===== src/replica_pkg.sv =====
package replica_pkg;

// Tour geometry
localparam int city_num     = 32;
localparam int city_num_log = 5;
localparam int city_div     = 4;
localparam int city_div_log = 2;
localparam int replica_num  = 3;

// Cities held in one RAM word
localparam int word_cities  = city_num / city_div;

typedef logic [city_num_log-1:0] city_t;

// Element 0 is the lowest tour position inside the word
typedef city_t [word_cities-1:0] replica_data_t;

// Source of the next tour for one replica
typedef enum logic [2:0] {
    NOP,
    PREV,
    FOLW,
    SELF,
    LOAD
} exchange_command_t;

// Word-granular moves
// OPT_SWAP exchanges words a and b
// OPT_REVERSE reverses positions 8a to 8b+7 and needs a <= b
typedef enum logic [1:0] {
    OPT_NONE,
    OPT_SWAP,
    OPT_REVERSE
} opt_kind_t;

typedef struct packed {
    opt_kind_t               kind;
    logic [city_div_log-1:0] a;
    logic [city_div_log-1:0] b;
} opt_t;

endpackage

===== src/host_regs_pkg.sv =====
package host_regs_pkg;

import replica_pkg::*;

localparam int wb_adr_width = 8;
localparam int wb_dat_width = 32;

localparam logic [wb_adr_width-1:0] reg_ctrl       = 8'h00;
localparam logic [wb_adr_width-1:0] reg_status     = 8'h01;
localparam logic [wb_adr_width-1:0] reg_load_lo    = 8'h02;
localparam logic [wb_adr_width-1:0] reg_load_hi    = 8'h03;
localparam logic [wb_adr_width-1:0] reg_order_base = 8'h40;

// Ordering window covers every city of every replica
localparam int order_span = replica_num * city_num;

// CTRL fields
localparam int ctrl_cmd_width = 3;
localparam int ctrl_opt_lsb   = 9;
localparam int ctrl_start_bit = 16;
localparam int ctrl_flip_bit  = 17;

// LOAD_LO and LOAD_HI each carry half a word
localparam int load_cities       = 4;
localparam int load_bits         = load_cities * city_num_log;
localparam int load_sel_lsb      = 24;
localparam int replica_sel_width = 2;

localparam int step_cycles = city_div + 6;

endpackage


===== src/replica_ring.sv =====
module replica_ring
    import replica_pkg::*, host_regs_pkg::*;
(
    input  logic                    clk,
    input  logic                    reset,
    input  logic                    wb_cyc_i,
    input  logic                    wb_stb_i,
    input  logic                    wb_we_i,
    input  logic [wb_adr_width-1:0] wb_adr_i,
    input  logic [wb_dat_width-1:0] wb_dat_i,
    output logic [wb_dat_width-1:0] wb_dat_o,
    output logic                    wb_ack_o
);

logic                                step_req, flip_req, load_valid, ordering_read;
logic                                exchange_bank, busy;
exchange_command_t [replica_num-1:0] cmd_req, command;
opt_t                                opt_req, opt;
logic [replica_sel_width-1:0]        load_sel;
replica_data_t                       load_data;
logic [city_num_log-1:0]             ordering_addr;
city_t [replica_num-1:0]             ordering_data;
logic [replica_num-1:0]              out_valid;
replica_data_t [replica_num-1:0]     out_data;

wb_host_port u_wb_host_port (
    .clk             ( clk           ),
    .reset           ( reset         ),
    .wb_cyc_i        ( wb_cyc_i      ),
    .wb_stb_i        ( wb_stb_i      ),
    .wb_we_i         ( wb_we_i       ),
    .wb_adr_i        ( wb_adr_i      ),
    .wb_dat_i        ( wb_dat_i      ),
    .wb_dat_o        ( wb_dat_o      ),
    .wb_ack_o        ( wb_ack_o      ),
    .busy_i          ( busy          ),
    .ordering_data_i ( ordering_data ),
    .step_req_o      ( step_req      ),
    .flip_req_o      ( flip_req      ),
    .cmd_req_o       ( cmd_req       ),
    .opt_req_o       ( opt_req       ),
    .load_valid_o    ( load_valid    ),
    .load_sel_o      ( load_sel      ),
    .load_data_o     ( load_data     ),
    .ordering_read_o ( ordering_read ),
    .ordering_addr_o ( ordering_addr )
);

exchange_sequencer u_exchange_sequencer (
    .clk             ( clk           ),
    .reset           ( reset         ),
    .step_req_i      ( step_req      ),
    .flip_req_i      ( flip_req      ),
    .cmd_req_i       ( cmd_req       ),
    .opt_req_i       ( opt_req       ),
    .load_valid_i    ( load_valid    ),
    .load_sel_i      ( load_sel      ),
    .command_o       ( command       ),
    .opt_o           ( opt           ),
    .exchange_bank_o ( exchange_bank ),
    .busy_o          ( busy          )
);

// Neighbours close the ring modulo replica_num
for (genvar r = 0; r < replica_num; r++) begin : g_replica
    exchange u_exchange (
        .clk             ( clk                                          ),
        .reset           ( reset                                        ),
        .command_i       ( command[r]                                   ),
        .opt_i           ( opt                                          ),
        .exchange_bank_i ( exchange_bank                                ),
        .prev_valid_i    ( out_valid[(r + replica_num - 1) % replica_num] ),
        .prev_data_i     ( out_data[(r + replica_num - 1) % replica_num]  ),
        .folw_valid_i    ( out_valid[(r + 1) % replica_num]             ),
        .folw_data_i     ( out_data[(r + 1) % replica_num]              ),
        .load_valid_i    ( load_valid                                   ),
        .load_data_i     ( load_data                                    ),
        .ordering_read_i ( ordering_read                                ),
        .ordering_addr_i ( ordering_addr                                ),
        .out_valid_o     ( out_valid[r]                                 ),
        .out_data_o      ( out_data[r]                                  ),
        .ordering_data_o ( ordering_data[r]                             )
    );
end

endmodule


===== src/wb_host_port.sv =====
module wb_host_port
    import replica_pkg::*, host_regs_pkg::*;
(
    input  logic                                clk,
    input  logic                                reset,
    input  logic                                wb_cyc_i,
    input  logic                                wb_stb_i,
    input  logic                                wb_we_i,
    input  logic [wb_adr_width-1:0]             wb_adr_i,
    input  logic [wb_dat_width-1:0]             wb_dat_i,
    output logic [wb_dat_width-1:0]             wb_dat_o,
    output logic                                wb_ack_o,
    input  logic                                busy_i,
    input  city_t [replica_num-1:0]             ordering_data_i,
    output logic                                step_req_o,
    output logic                                flip_req_o,
    output exchange_command_t [replica_num-1:0] cmd_req_o,
    output opt_t                                opt_req_o,
    output logic                                load_valid_o,
    output logic [replica_sel_width-1:0]        load_sel_o,
    output replica_data_t                       load_data_o,
    output logic                                ordering_read_o,
    output logic [city_num_log-1:0]             ordering_addr_o
);

typedef enum logic [1:0] {
    IDLE,
    WAIT_RD,
    ACK
} port_state_t;

port_state_t                  state;
logic                         req, is_order, hold, accept, wait_cnt;
logic                         wr_ctrl, wr_load_lo, wr_load_hi;
logic [wb_adr_width-1:0]      order_off;
logic [replica_sel_width-1:0] rd_sel;
logic [load_bits-1:0]         load_lo;

assign req       = wb_cyc_i && wb_stb_i && state == IDLE;
assign order_off = wb_adr_i - reg_order_base;
assign is_order  = wb_adr_i >= reg_order_base && order_off < order_span;

// CTRL, LOAD_HI and ordering reads wait for the step to finish
assign hold   = busy_i && (wb_we_i ? (wb_adr_i == reg_ctrl || wb_adr_i == reg_load_hi) : is_order);
assign accept = req && !hold;

assign wr_ctrl    = accept && wb_we_i && wb_adr_i == reg_ctrl;
assign wr_load_lo = accept && wb_we_i && wb_adr_i == reg_load_lo;
assign wr_load_hi = accept && wb_we_i && wb_adr_i == reg_load_hi;

assign ordering_read_o = accept && !wb_we_i && is_order;
assign ordering_addr_o = order_off[city_num_log-1:0];
assign wb_ack_o        = state == ACK;

always_ff @(posedge clk) begin
    if (reset) begin
        state        <= IDLE;
        wait_cnt     <= 1'b0;
        step_req_o   <= 1'b0;
        flip_req_o   <= 1'b0;
        load_valid_o <= 1'b0;
    end else begin
        step_req_o   <= wr_ctrl && wb_dat_i[ctrl_start_bit];
        flip_req_o   <= wr_ctrl && wb_dat_i[ctrl_flip_bit];
        load_valid_o <= wr_load_hi;
        case (state)
            IDLE: begin
                wait_cnt <= 1'b0;
                if (accept)
                    state <= ordering_read_o ? WAIT_RD : ACK;
            end
            WAIT_RD: begin
                // Exchange RAM plus city select take two cycles
                wait_cnt <= 1'b1;
                if (wait_cnt)
                    state <= ACK;
            end
            default: state <= IDLE;
        endcase
    end
end

always_ff @(posedge clk) begin
    if (wr_ctrl) begin
        for (int r = 0; r < replica_num; r++) begin
            cmd_req_o[r] <= exchange_command_t'(wb_dat_i[ctrl_cmd_width*r +: ctrl_cmd_width]);
        end
        opt_req_o <= opt_t'(wb_dat_i[ctrl_opt_lsb +: $bits(opt_t)]);
    end
    if (wr_load_lo)
        load_lo <= wb_dat_i[load_bits-1:0];
    if (wr_load_hi) begin
        load_data_o <= {wb_dat_i[load_bits-1:0], load_lo};
        load_sel_o  <= wb_dat_i[load_sel_lsb +: replica_sel_width];
    end
    if (ordering_read_o)
        rd_sel <= order_off[city_num_log +: replica_sel_width];
    if (accept && !wb_we_i && !is_order)
        wb_dat_o <= (wb_adr_i == reg_status) ? wb_dat_width'(busy_i) : '0;
    else if (state == WAIT_RD && wait_cnt)
        wb_dat_o <= wb_dat_width'(ordering_data_i[rd_sel]);
end

endmodule


===== src/exchange_sequencer.sv =====
module exchange_sequencer
    import replica_pkg::*, host_regs_pkg::*;
(
    input  logic                                clk,
    input  logic                                reset,
    input  logic                                step_req_i,
    input  logic                                flip_req_i,
    input  exchange_command_t [replica_num-1:0] cmd_req_i,
    input  opt_t                                opt_req_i,
    input  logic                                load_valid_i,
    input  logic [replica_sel_width-1:0]        load_sel_i,
    output exchange_command_t [replica_num-1:0] command_o,
    output opt_t                                opt_o,
    output logic                                exchange_bank_o,
    output logic                                busy_o
);

typedef enum logic {
    IDLE,
    STEP
} seq_state_t;

seq_state_t                         state;
logic [$clog2(step_cycles+1)-1:0]   step_cnt;

assign busy_o = state == STEP;

always_ff @(posedge clk) begin
    if (reset) begin
        state           <= IDLE;
        step_cnt        <= '0;
        exchange_bank_o <= 1'b0;
        for (int r = 0; r < replica_num; r++) begin
            command_o[r] <= NOP;
        end
    end else begin
        // Commands last a single cycle
        for (int r = 0; r < replica_num; r++) begin
            command_o[r] <= NOP;
        end
        case (state)
            IDLE: begin
                if (step_req_i) begin
                    state     <= STEP;
                    step_cnt  <= 1;
                    command_o <= cmd_req_i;
                end else if (load_valid_i) begin
                    command_o[load_sel_i] <= LOAD;
                end
                if (flip_req_i)
                    exchange_bank_o <= ~exchange_bank_o;
            end
            default: begin
                // New tours become current in the last busy cycle
                if (step_cnt == step_cycles) begin
                    state           <= IDLE;
                    exchange_bank_o <= ~exchange_bank_o;
                end
                step_cnt <= step_cnt + 1'b1;
            end
        endcase
    end
end

always_ff @(posedge clk) begin
    if (state == IDLE && step_req_i)
        opt_o <= opt_req_i;
end

for (genvar r = 0; r < replica_num; r++) begin : g_cmd_check
    a_step_cmd: assert property (@(posedge clk) disable iff (reset)
        step_req_i |-> !(cmd_req_i[r] inside {NOP, LOAD}));
end

a_no_req_busy: assert property (@(posedge clk) disable iff (reset)
    busy_o |-> !(step_req_i || load_valid_i));

endmodule


===== src/exchange.sv =====
module exchange
    import replica_pkg::*;
(
    input  logic                    clk,
    input  logic                    reset,
    input  exchange_command_t       command_i,
    input  opt_t                    opt_i,
    input  logic                    exchange_bank_i,
    input  logic                    prev_valid_i,
    input  replica_data_t           prev_data_i,
    input  logic                    folw_valid_i,
    input  replica_data_t           folw_data_i,
    input  logic                    load_valid_i,
    input  replica_data_t           load_data_i,
    input  logic                    ordering_read_i,
    input  logic [city_num_log-1:0] ordering_addr_i,
    output logic                    out_valid_o,
    output replica_data_t           out_data_o,
    output city_t                   ordering_data_o
);

replica_data_t ram [2][city_div];

logic [city_div_log-1:0]              rcount, raddr, wcount;
exchange_command_t                    command_d1, command_d2, command_d3;
logic                                 command_nop_d;
logic                                 wbank_d1, wbank_d2, wbank_d3;
opt_t                                 opt_d1;
replica_data_t                        out_data_r, out_data_d;
logic                                 route_valid;
replica_data_t                        route_data;
replica_data_t                        load_word;
logic [city_num_log-city_div_log-1:0] ordering_sel;

logic          load_wr, step_wr, write_en, write_bank;
replica_data_t write_data;

always_comb begin
    step_wr    = 1'b0;
    write_data = out_data_o;
    case (command_d3)
        PREV: begin
            step_wr    = prev_valid_i;
            write_data = prev_data_i;
        end
        FOLW: begin
            step_wr    = folw_valid_i;
            write_data = folw_data_i;
        end
        SELF: step_wr = out_valid_o;
        default: ;
    endcase
    // Host word goes straight to the spare bank
    load_wr = command_i == LOAD;
    if (load_wr)
        write_data = load_word;
end

assign write_en   = step_wr || load_wr;
assign write_bank = load_wr ? ~exchange_bank_i : wbank_d3;

// Ordering reads take the port while no step runs
assign raddr = ordering_read_i ? ordering_addr_i[city_num_log-1 -: city_div_log] : rcount;

always_ff @(posedge clk) begin
    if (write_en)
        ram[write_bank][wcount] <= write_data;
    out_data_r <= ram[exchange_bank_i][raddr];
end

always_ff @(posedge clk) begin
    if (reset) begin
        command_d1    <= NOP;
        command_d2    <= NOP;
        command_d3    <= NOP;
        command_nop_d <= 1'b1;
        out_valid_o   <= 1'b0;
        wcount        <= '0;
    end else begin
        if (command_i != NOP && command_i != LOAD)
            command_d1 <= command_i;
        command_d2    <= command_d1;
        command_d3    <= command_d2;
        command_nop_d <= command_i == NOP;
        out_valid_o   <= route_valid;
        if (write_en)
            wcount <= (wcount == city_div_log'(city_div - 1)) ? '0 : wcount + 1'b1;
    end
end

always_ff @(posedge clk) begin
    wbank_d1   <= ~exchange_bank_i;
    wbank_d2   <= wbank_d1;
    wbank_d3   <= wbank_d2;
    opt_d1     <= opt_i;
    out_data_d <= out_data_r;
    out_data_o <= route_data;
    if (load_valid_i)
        load_word <= load_data_i;
    ordering_sel    <= ordering_addr_i[city_num_log-city_div_log-1:0];
    ordering_data_o <= out_data_r[ordering_sel];
end

opt_route u_opt_route (
    .clk             ( clk           ),
    .reset           ( reset         ),
    .command_i       ( command_i     ),
    .command_nop_d_i ( command_nop_d ),
    .opt_i           ( opt_i         ),
    .opt_d_i         ( opt_d1        ),
    .out_data_i      ( out_data_d    ),
    .rcount_o        ( rcount        ),
    .out_valid_o     ( route_valid   ),
    .out_data_o      ( route_data    )
);

a_read_outside_step: assert property (@(posedge clk) disable iff (reset)
    ordering_read_i |-> !out_valid_o);

endmodule


===== src/opt_route.sv =====
module opt_route
    import replica_pkg::*;
(
    input  logic                    clk,
    input  logic                    reset,
    input  exchange_command_t       command_i,
    input  logic                    command_nop_d_i,
    input  opt_t                    opt_i,
    input  opt_t                    opt_d_i,
    input  replica_data_t           out_data_i,
    output logic [city_div_log-1:0] rcount_o,
    output logic                    out_valid_o,
    output replica_data_t           out_data_o
);

logic                    start;
logic                    run;
logic [city_div_log-1:0] slot;
logic                    rev_word;
logic [1:0]              valid_sr;
logic [1:0]              rev_sr;

// Word read for output slot k under a move
function automatic logic [city_div_log-1:0] word_addr(opt_t o, logic [city_div_log-1:0] k);
    logic [city_div_log-1:0] w;
    w = k;
    case (o.kind)
        OPT_SWAP: begin
            if (k == o.a)
                w = o.b;
            else if (k == o.b)
                w = o.a;
        end
        OPT_REVERSE: begin
            if (k >= o.a && k <= o.b)
                w = o.a + o.b - k;
        end
        default: ;
    endcase
    return w;
endfunction

function automatic replica_data_t flip_word(replica_data_t d);
    replica_data_t f;
    for (int e = 0; e < word_cities; e++) begin
        f[e] = d[word_cities-1-e];
    end
    return f;
endfunction

// A step begins on the first non-NOP cycle
assign start = command_nop_d_i && command_i != NOP && command_i != LOAD;

assign rcount_o = word_addr(opt_i, slot);

assign rev_word = run && opt_d_i.kind == OPT_REVERSE && slot >= opt_d_i.a && slot <= opt_d_i.b;

always_ff @(posedge clk) begin
    if (reset) begin
        run      <= 1'b0;
        slot     <= '0;
        valid_sr <= '0;
        out_valid_o <= 1'b0;
    end else begin
        if (start) begin
            run  <= 1'b1;
            slot <= '0;
        end else if (run) begin
            if (slot == city_div_log'(city_div - 1))
                run <= 1'b0;
            slot <= slot + 1'b1;
        end
        // RAM read and delay stage
        valid_sr    <= {valid_sr[0], run};
        out_valid_o <= valid_sr[1];
    end
end

always_ff @(posedge clk) begin
    rev_sr     <= {rev_sr[0], rev_word};
    out_data_o <= rev_sr[1] ? flip_word(out_data_i) : out_data_i;
end

a_reverse_range: assert property (@(posedge clk) disable iff (reset)
    start |-> (opt_i.kind != OPT_REVERSE || opt_i.a <= opt_i.b));

endmodule


===== config.mk =====
export PLATFORM = sky130hd
export DESIGN_NAME = replica_ring
export DESIGN_NICKNAME = d
export VERILOG_FILES = /design/src/replica_pkg.sv /design/src/host_regs_pkg.sv /design/src/replica_ring.sv /design/src/wb_host_port.sv /design/src/exchange_sequencer.sv /design/src/exchange.sv /design/src/opt_route.sv
export SDC_FILE = /design/constraint.sdc
export NUM_CORES = 2
export LEC_CHECK = 0
export BUFFER_PORTS_ARGS = -buffer_cell sky130_fd_sc_hd__buf_2
export CAP_MARGIN = 10
export CORE_ASPECT_RATIO = 2
export CORE_MARGIN = 4
export CORE_UTILIZATION = 57
export DETAILED_ROUTE_END_ITERATION = 6
export GPL_TIMING_DRIVEN = 0
export HOLD_SLACK_MARGIN = 0.06
export PLACE_DENSITY_LB_ADDON = 0.1
export SLEW_MARGIN = 15
export SYNTH_ARGS = -nofsm -noshare
export SYNTH_HDL_FRONTEND = slang
export SYNTH_SLANG_ARGS = --single-unit

===== constraint.sdc =====
create_clock -name clk -period 4.4 [get_ports clk]
set_input_delay 0.66 -clock clk [delete_from_list [all_inputs] [get_ports clk]]
set_output_delay 0.66 -clock clk [all_outputs]
set_load 0.005 [all_outputs]

==> results.yml <==
sta:
  slew_violations: 0
  tightest_slew_ps: 1330
  fin_tns_setup_ps: 0
  slew_headroom: 0.112
  max_clock_freq_mhz: 265
  rsz0062_at_grt: "false"
  fin_crit_ps: 3770
  setup_violations: 0
  finalHoldViolCount: 0
  fin_crit_sh: 0.858
  fin_worst_skew_ps: 33.6
final_layout:
  final_nets: 4164
  syn2layout_area_growth_pct: 12.5
  drive_gt1_frac: 0.177
  fillers: 7781
  finalNonFillerCells: 5565
global_route:
  grt_max_degree: 41
  grt_pass1_vias: 33300
  overflow: 0
  track_usage: 0.313
  grt_pass1_wl_um: 246000
  antenna_found_initial: 4
worst_setup_path:
  arrival_ps: 4410
  worstPathMaxFanout: 10
  worst_ep_required_time_ps: 5040
  crit_type: "reg2reg"
  endpoint_kind: "flop"
  critPathLaunchType: "flop"
detailed_routing:
  via_per_inst: 5.97
  drc: 0
  drt_first_pass_iters: 6
  ant_nets: 0
  drtIter0Drc: 2801
  wire_per_inst_um: 32.1
  via_count: 33200
  finalWirelength_um: 179000
synth:
  netlist_area_um2: 62000
  synth_most_common_cell: "edfxtp_1"
  avgSynthCellArea_um2: 16.2
  synth.distinct_cells: 58
  synth_edf_count: 1090
  seq_area_frac_synth: 0.719
  synth_warnings: 0
  yosysTopAreaCellShare: 0.528
  async_flop_share: 0
  synth-seq-cells: 1682
  synth-main-ff-cell: "edfxtp_1"
  synthCells: 3817
  synth_area_leaders: "edfxtp_1, dfxtp_1, mux2i_1"
  synth_largest_area_cell: "edfxtp_1"
  yosys-top-cells-count: "edfxtp_1, mux2i_1, dfxtp_1"
clocking:
  worstSkewPairLatency_ps: 790
  cts_buffer_depth: 3
  cts_tree: "yes"
  cts-root-buf: "clkbuf_16"
  cts_buffers: 140
  cts.sinks: 1682
  cts_max_level: 4
  cts.clk_slew.worst_paths_ps: 70
place:
  dp.cells: 5299
  gp_congestion: 1.01
  dp_hpwl_um: 129000
  port_buffers: 39
power:
  power_frac_comb: 0.015
  p_int_w: 0.0238
  p_per_area_nw_per_um2: 427
  totalPowerFinal_w: 0.0298
  power.share.sequential: 0.565
  p_sw_w: 0.00599
  vdd_drop_max_v: 0.000465
  p_clk_frac: 0.420
  leakagePower_nw: 23.1
  switching_share: 0.201
flow_run:
  maxCapViolCount: 0
floorplan:
  die_h_um: 474
  core_um2: 108000
  io_pins: 78
  rows: 170
  die_w_um: 241
  initial_core_util: 0.576
  dieArea_um2: 114000
min_path:
  hold_path.class: "in2reg"
run_status:
  status: "complete, no violations"
[worst paths after layout]
check	startpoint	to	slack (ps)	cells after the start
min	wb_dat_i[18]	u_wb_host_port.load_lo[18]$_DFFE_PP_	110	1
max reg2reg	u_exchange_sequencer.opt_o[1]$_DFFE_PP_	g_replica[0].u_exchange.out_data_r[12]$_DFF_P_	630	9
min reg2reg	g_replica[1].u_exchange.u_opt_route.out_data_o[5]$_DFF_P_	g_replica[1].u_exchange.out_data_o[5]$_DFF_P_	320	0
max	u_exchange_sequencer.opt_o[1]$_DFFE_PP_	g_replica[0].u_exchange.out_data_r[12]$_DFF_P_	630	9
[per-stage QoR]
step                      cell area (µm²)  hold WS, ps  worst slack (ps)   util
after floorplan                     62100          310               757      -
after global placement              64000          310             -1200  0.595
after detailed placement            65100          312               186  0.605
after CTS                           69700         61.5               594  0.648
after global routing                69800         76.3               416  0.648
final                               69800          106               626  0.648
[routing by layer]
metal	vias to the layer above	track usage	wire length [µm]
met3	428	0.0449	7760
met2	1135	0.563	93800
met5	-	0	0
li1	14800	-	-
met1	16900	0.345	63100
met4	0	0.192	14200
[state kept, by name (all words and copies together), names as in the netlist, 15 cells and up, named ones only]
name / cells
g_replica.u_exchange.u_opt_route.out_data_o: 120
g_replica.u_exchange.out_data_d: 120
g_replica.u_exchange.load_word: 40
g_replica.u_exchange.ram: 960
u_wb_host_port.load_data_o: 40
g_replica.u_exchange.out_data_r: 120
g_replica.u_exchange.ordering_data_o: 15
u_wb_host_port.load_lo: 20
g_replica.u_exchange.out_data_o: 120
[power by group through the flow]
stage	Clock (W)	Sequential, W	Combinational, W
final	0.0125	0.0168	0.000433
after global routing	0.0132	0.0168	0.000448
after CTS	0.0126	0.0168	0.000432
after detailed placement	0	0.0172	0.000426
after global placement	0	0.0172	0.000420
after floorplan	0	0.0171	0.000239
[repair_timing]
| action | in CTS | in global routing |
|---|---|---|
| endpoints found under the hold margin | 4 | 0 |
| buffers inserted | 0 | 0 |
| hold buffers | 4 | 0 |
| gates resized for setup | 0 | 0 |
[cell families after synthesis]
| kind of cell | share of synthesized area |
|---|---|
| DFF | 0.719 |
| muxes | 0.178 |
| and+or+nand+nor | 0.0344 |
| AOI/OAI and AO/OA | 0.0362 |
| buffers and inverters | 0.0211 |
| adders and majority gates | 0.0101 |
| xor gates and xnor gates | 0.00141 |
| other | 0.0000605 |
[cells in the final DEF, fill, tap and decap left out, types with 30 or more instances in the layout]
cell type / n
clkbuf_1: 149
clkinv_2: 30
a21oi_1: 47
edfxtp_1: 1090
buf_4: 36
buf_2: 51
inv_1: 31
nor2b_1: 41
dfxtp_1: 591
mux2_2: 242
nand2_1: 151
mux4_2: 30
a31oi_1: 102
a22oi_1: 124
ha_1: 50
clkbuf_16: 148
mux2i_1: 736
nor2_1: 166
[critical path, stage by stage (launching register included)]
cell and delay [ps]:
edfxtp_1 510, inv_1 140, ha_1 300, nor2b_1 130, o21ai_0 140, o21ai_0 260
or4_1 540, nand4_1 710, buf_2 450, mux2_2 440
[cell type report]
cell class | instances | area [µm²] | share of cell area
inverters | 33 | 124 | 0.00178
multi-input cells | 1912 | 16500 | 0.237
flip-flops and latches | 1682 | 44600 | 0.639
well taps | 1376 | 1720 | 0.0247
repair buffers | 84 | 1010 | 0.0145
clock buffers | 195 | 4030 | 0.0578
diodes | 2 | 5.00 | 0.0000717
plain buffers | 216 | 1210 | 0.0173
clock inverters | 65 | 566 | 0.00811
(Power assumes the default switching activity.)
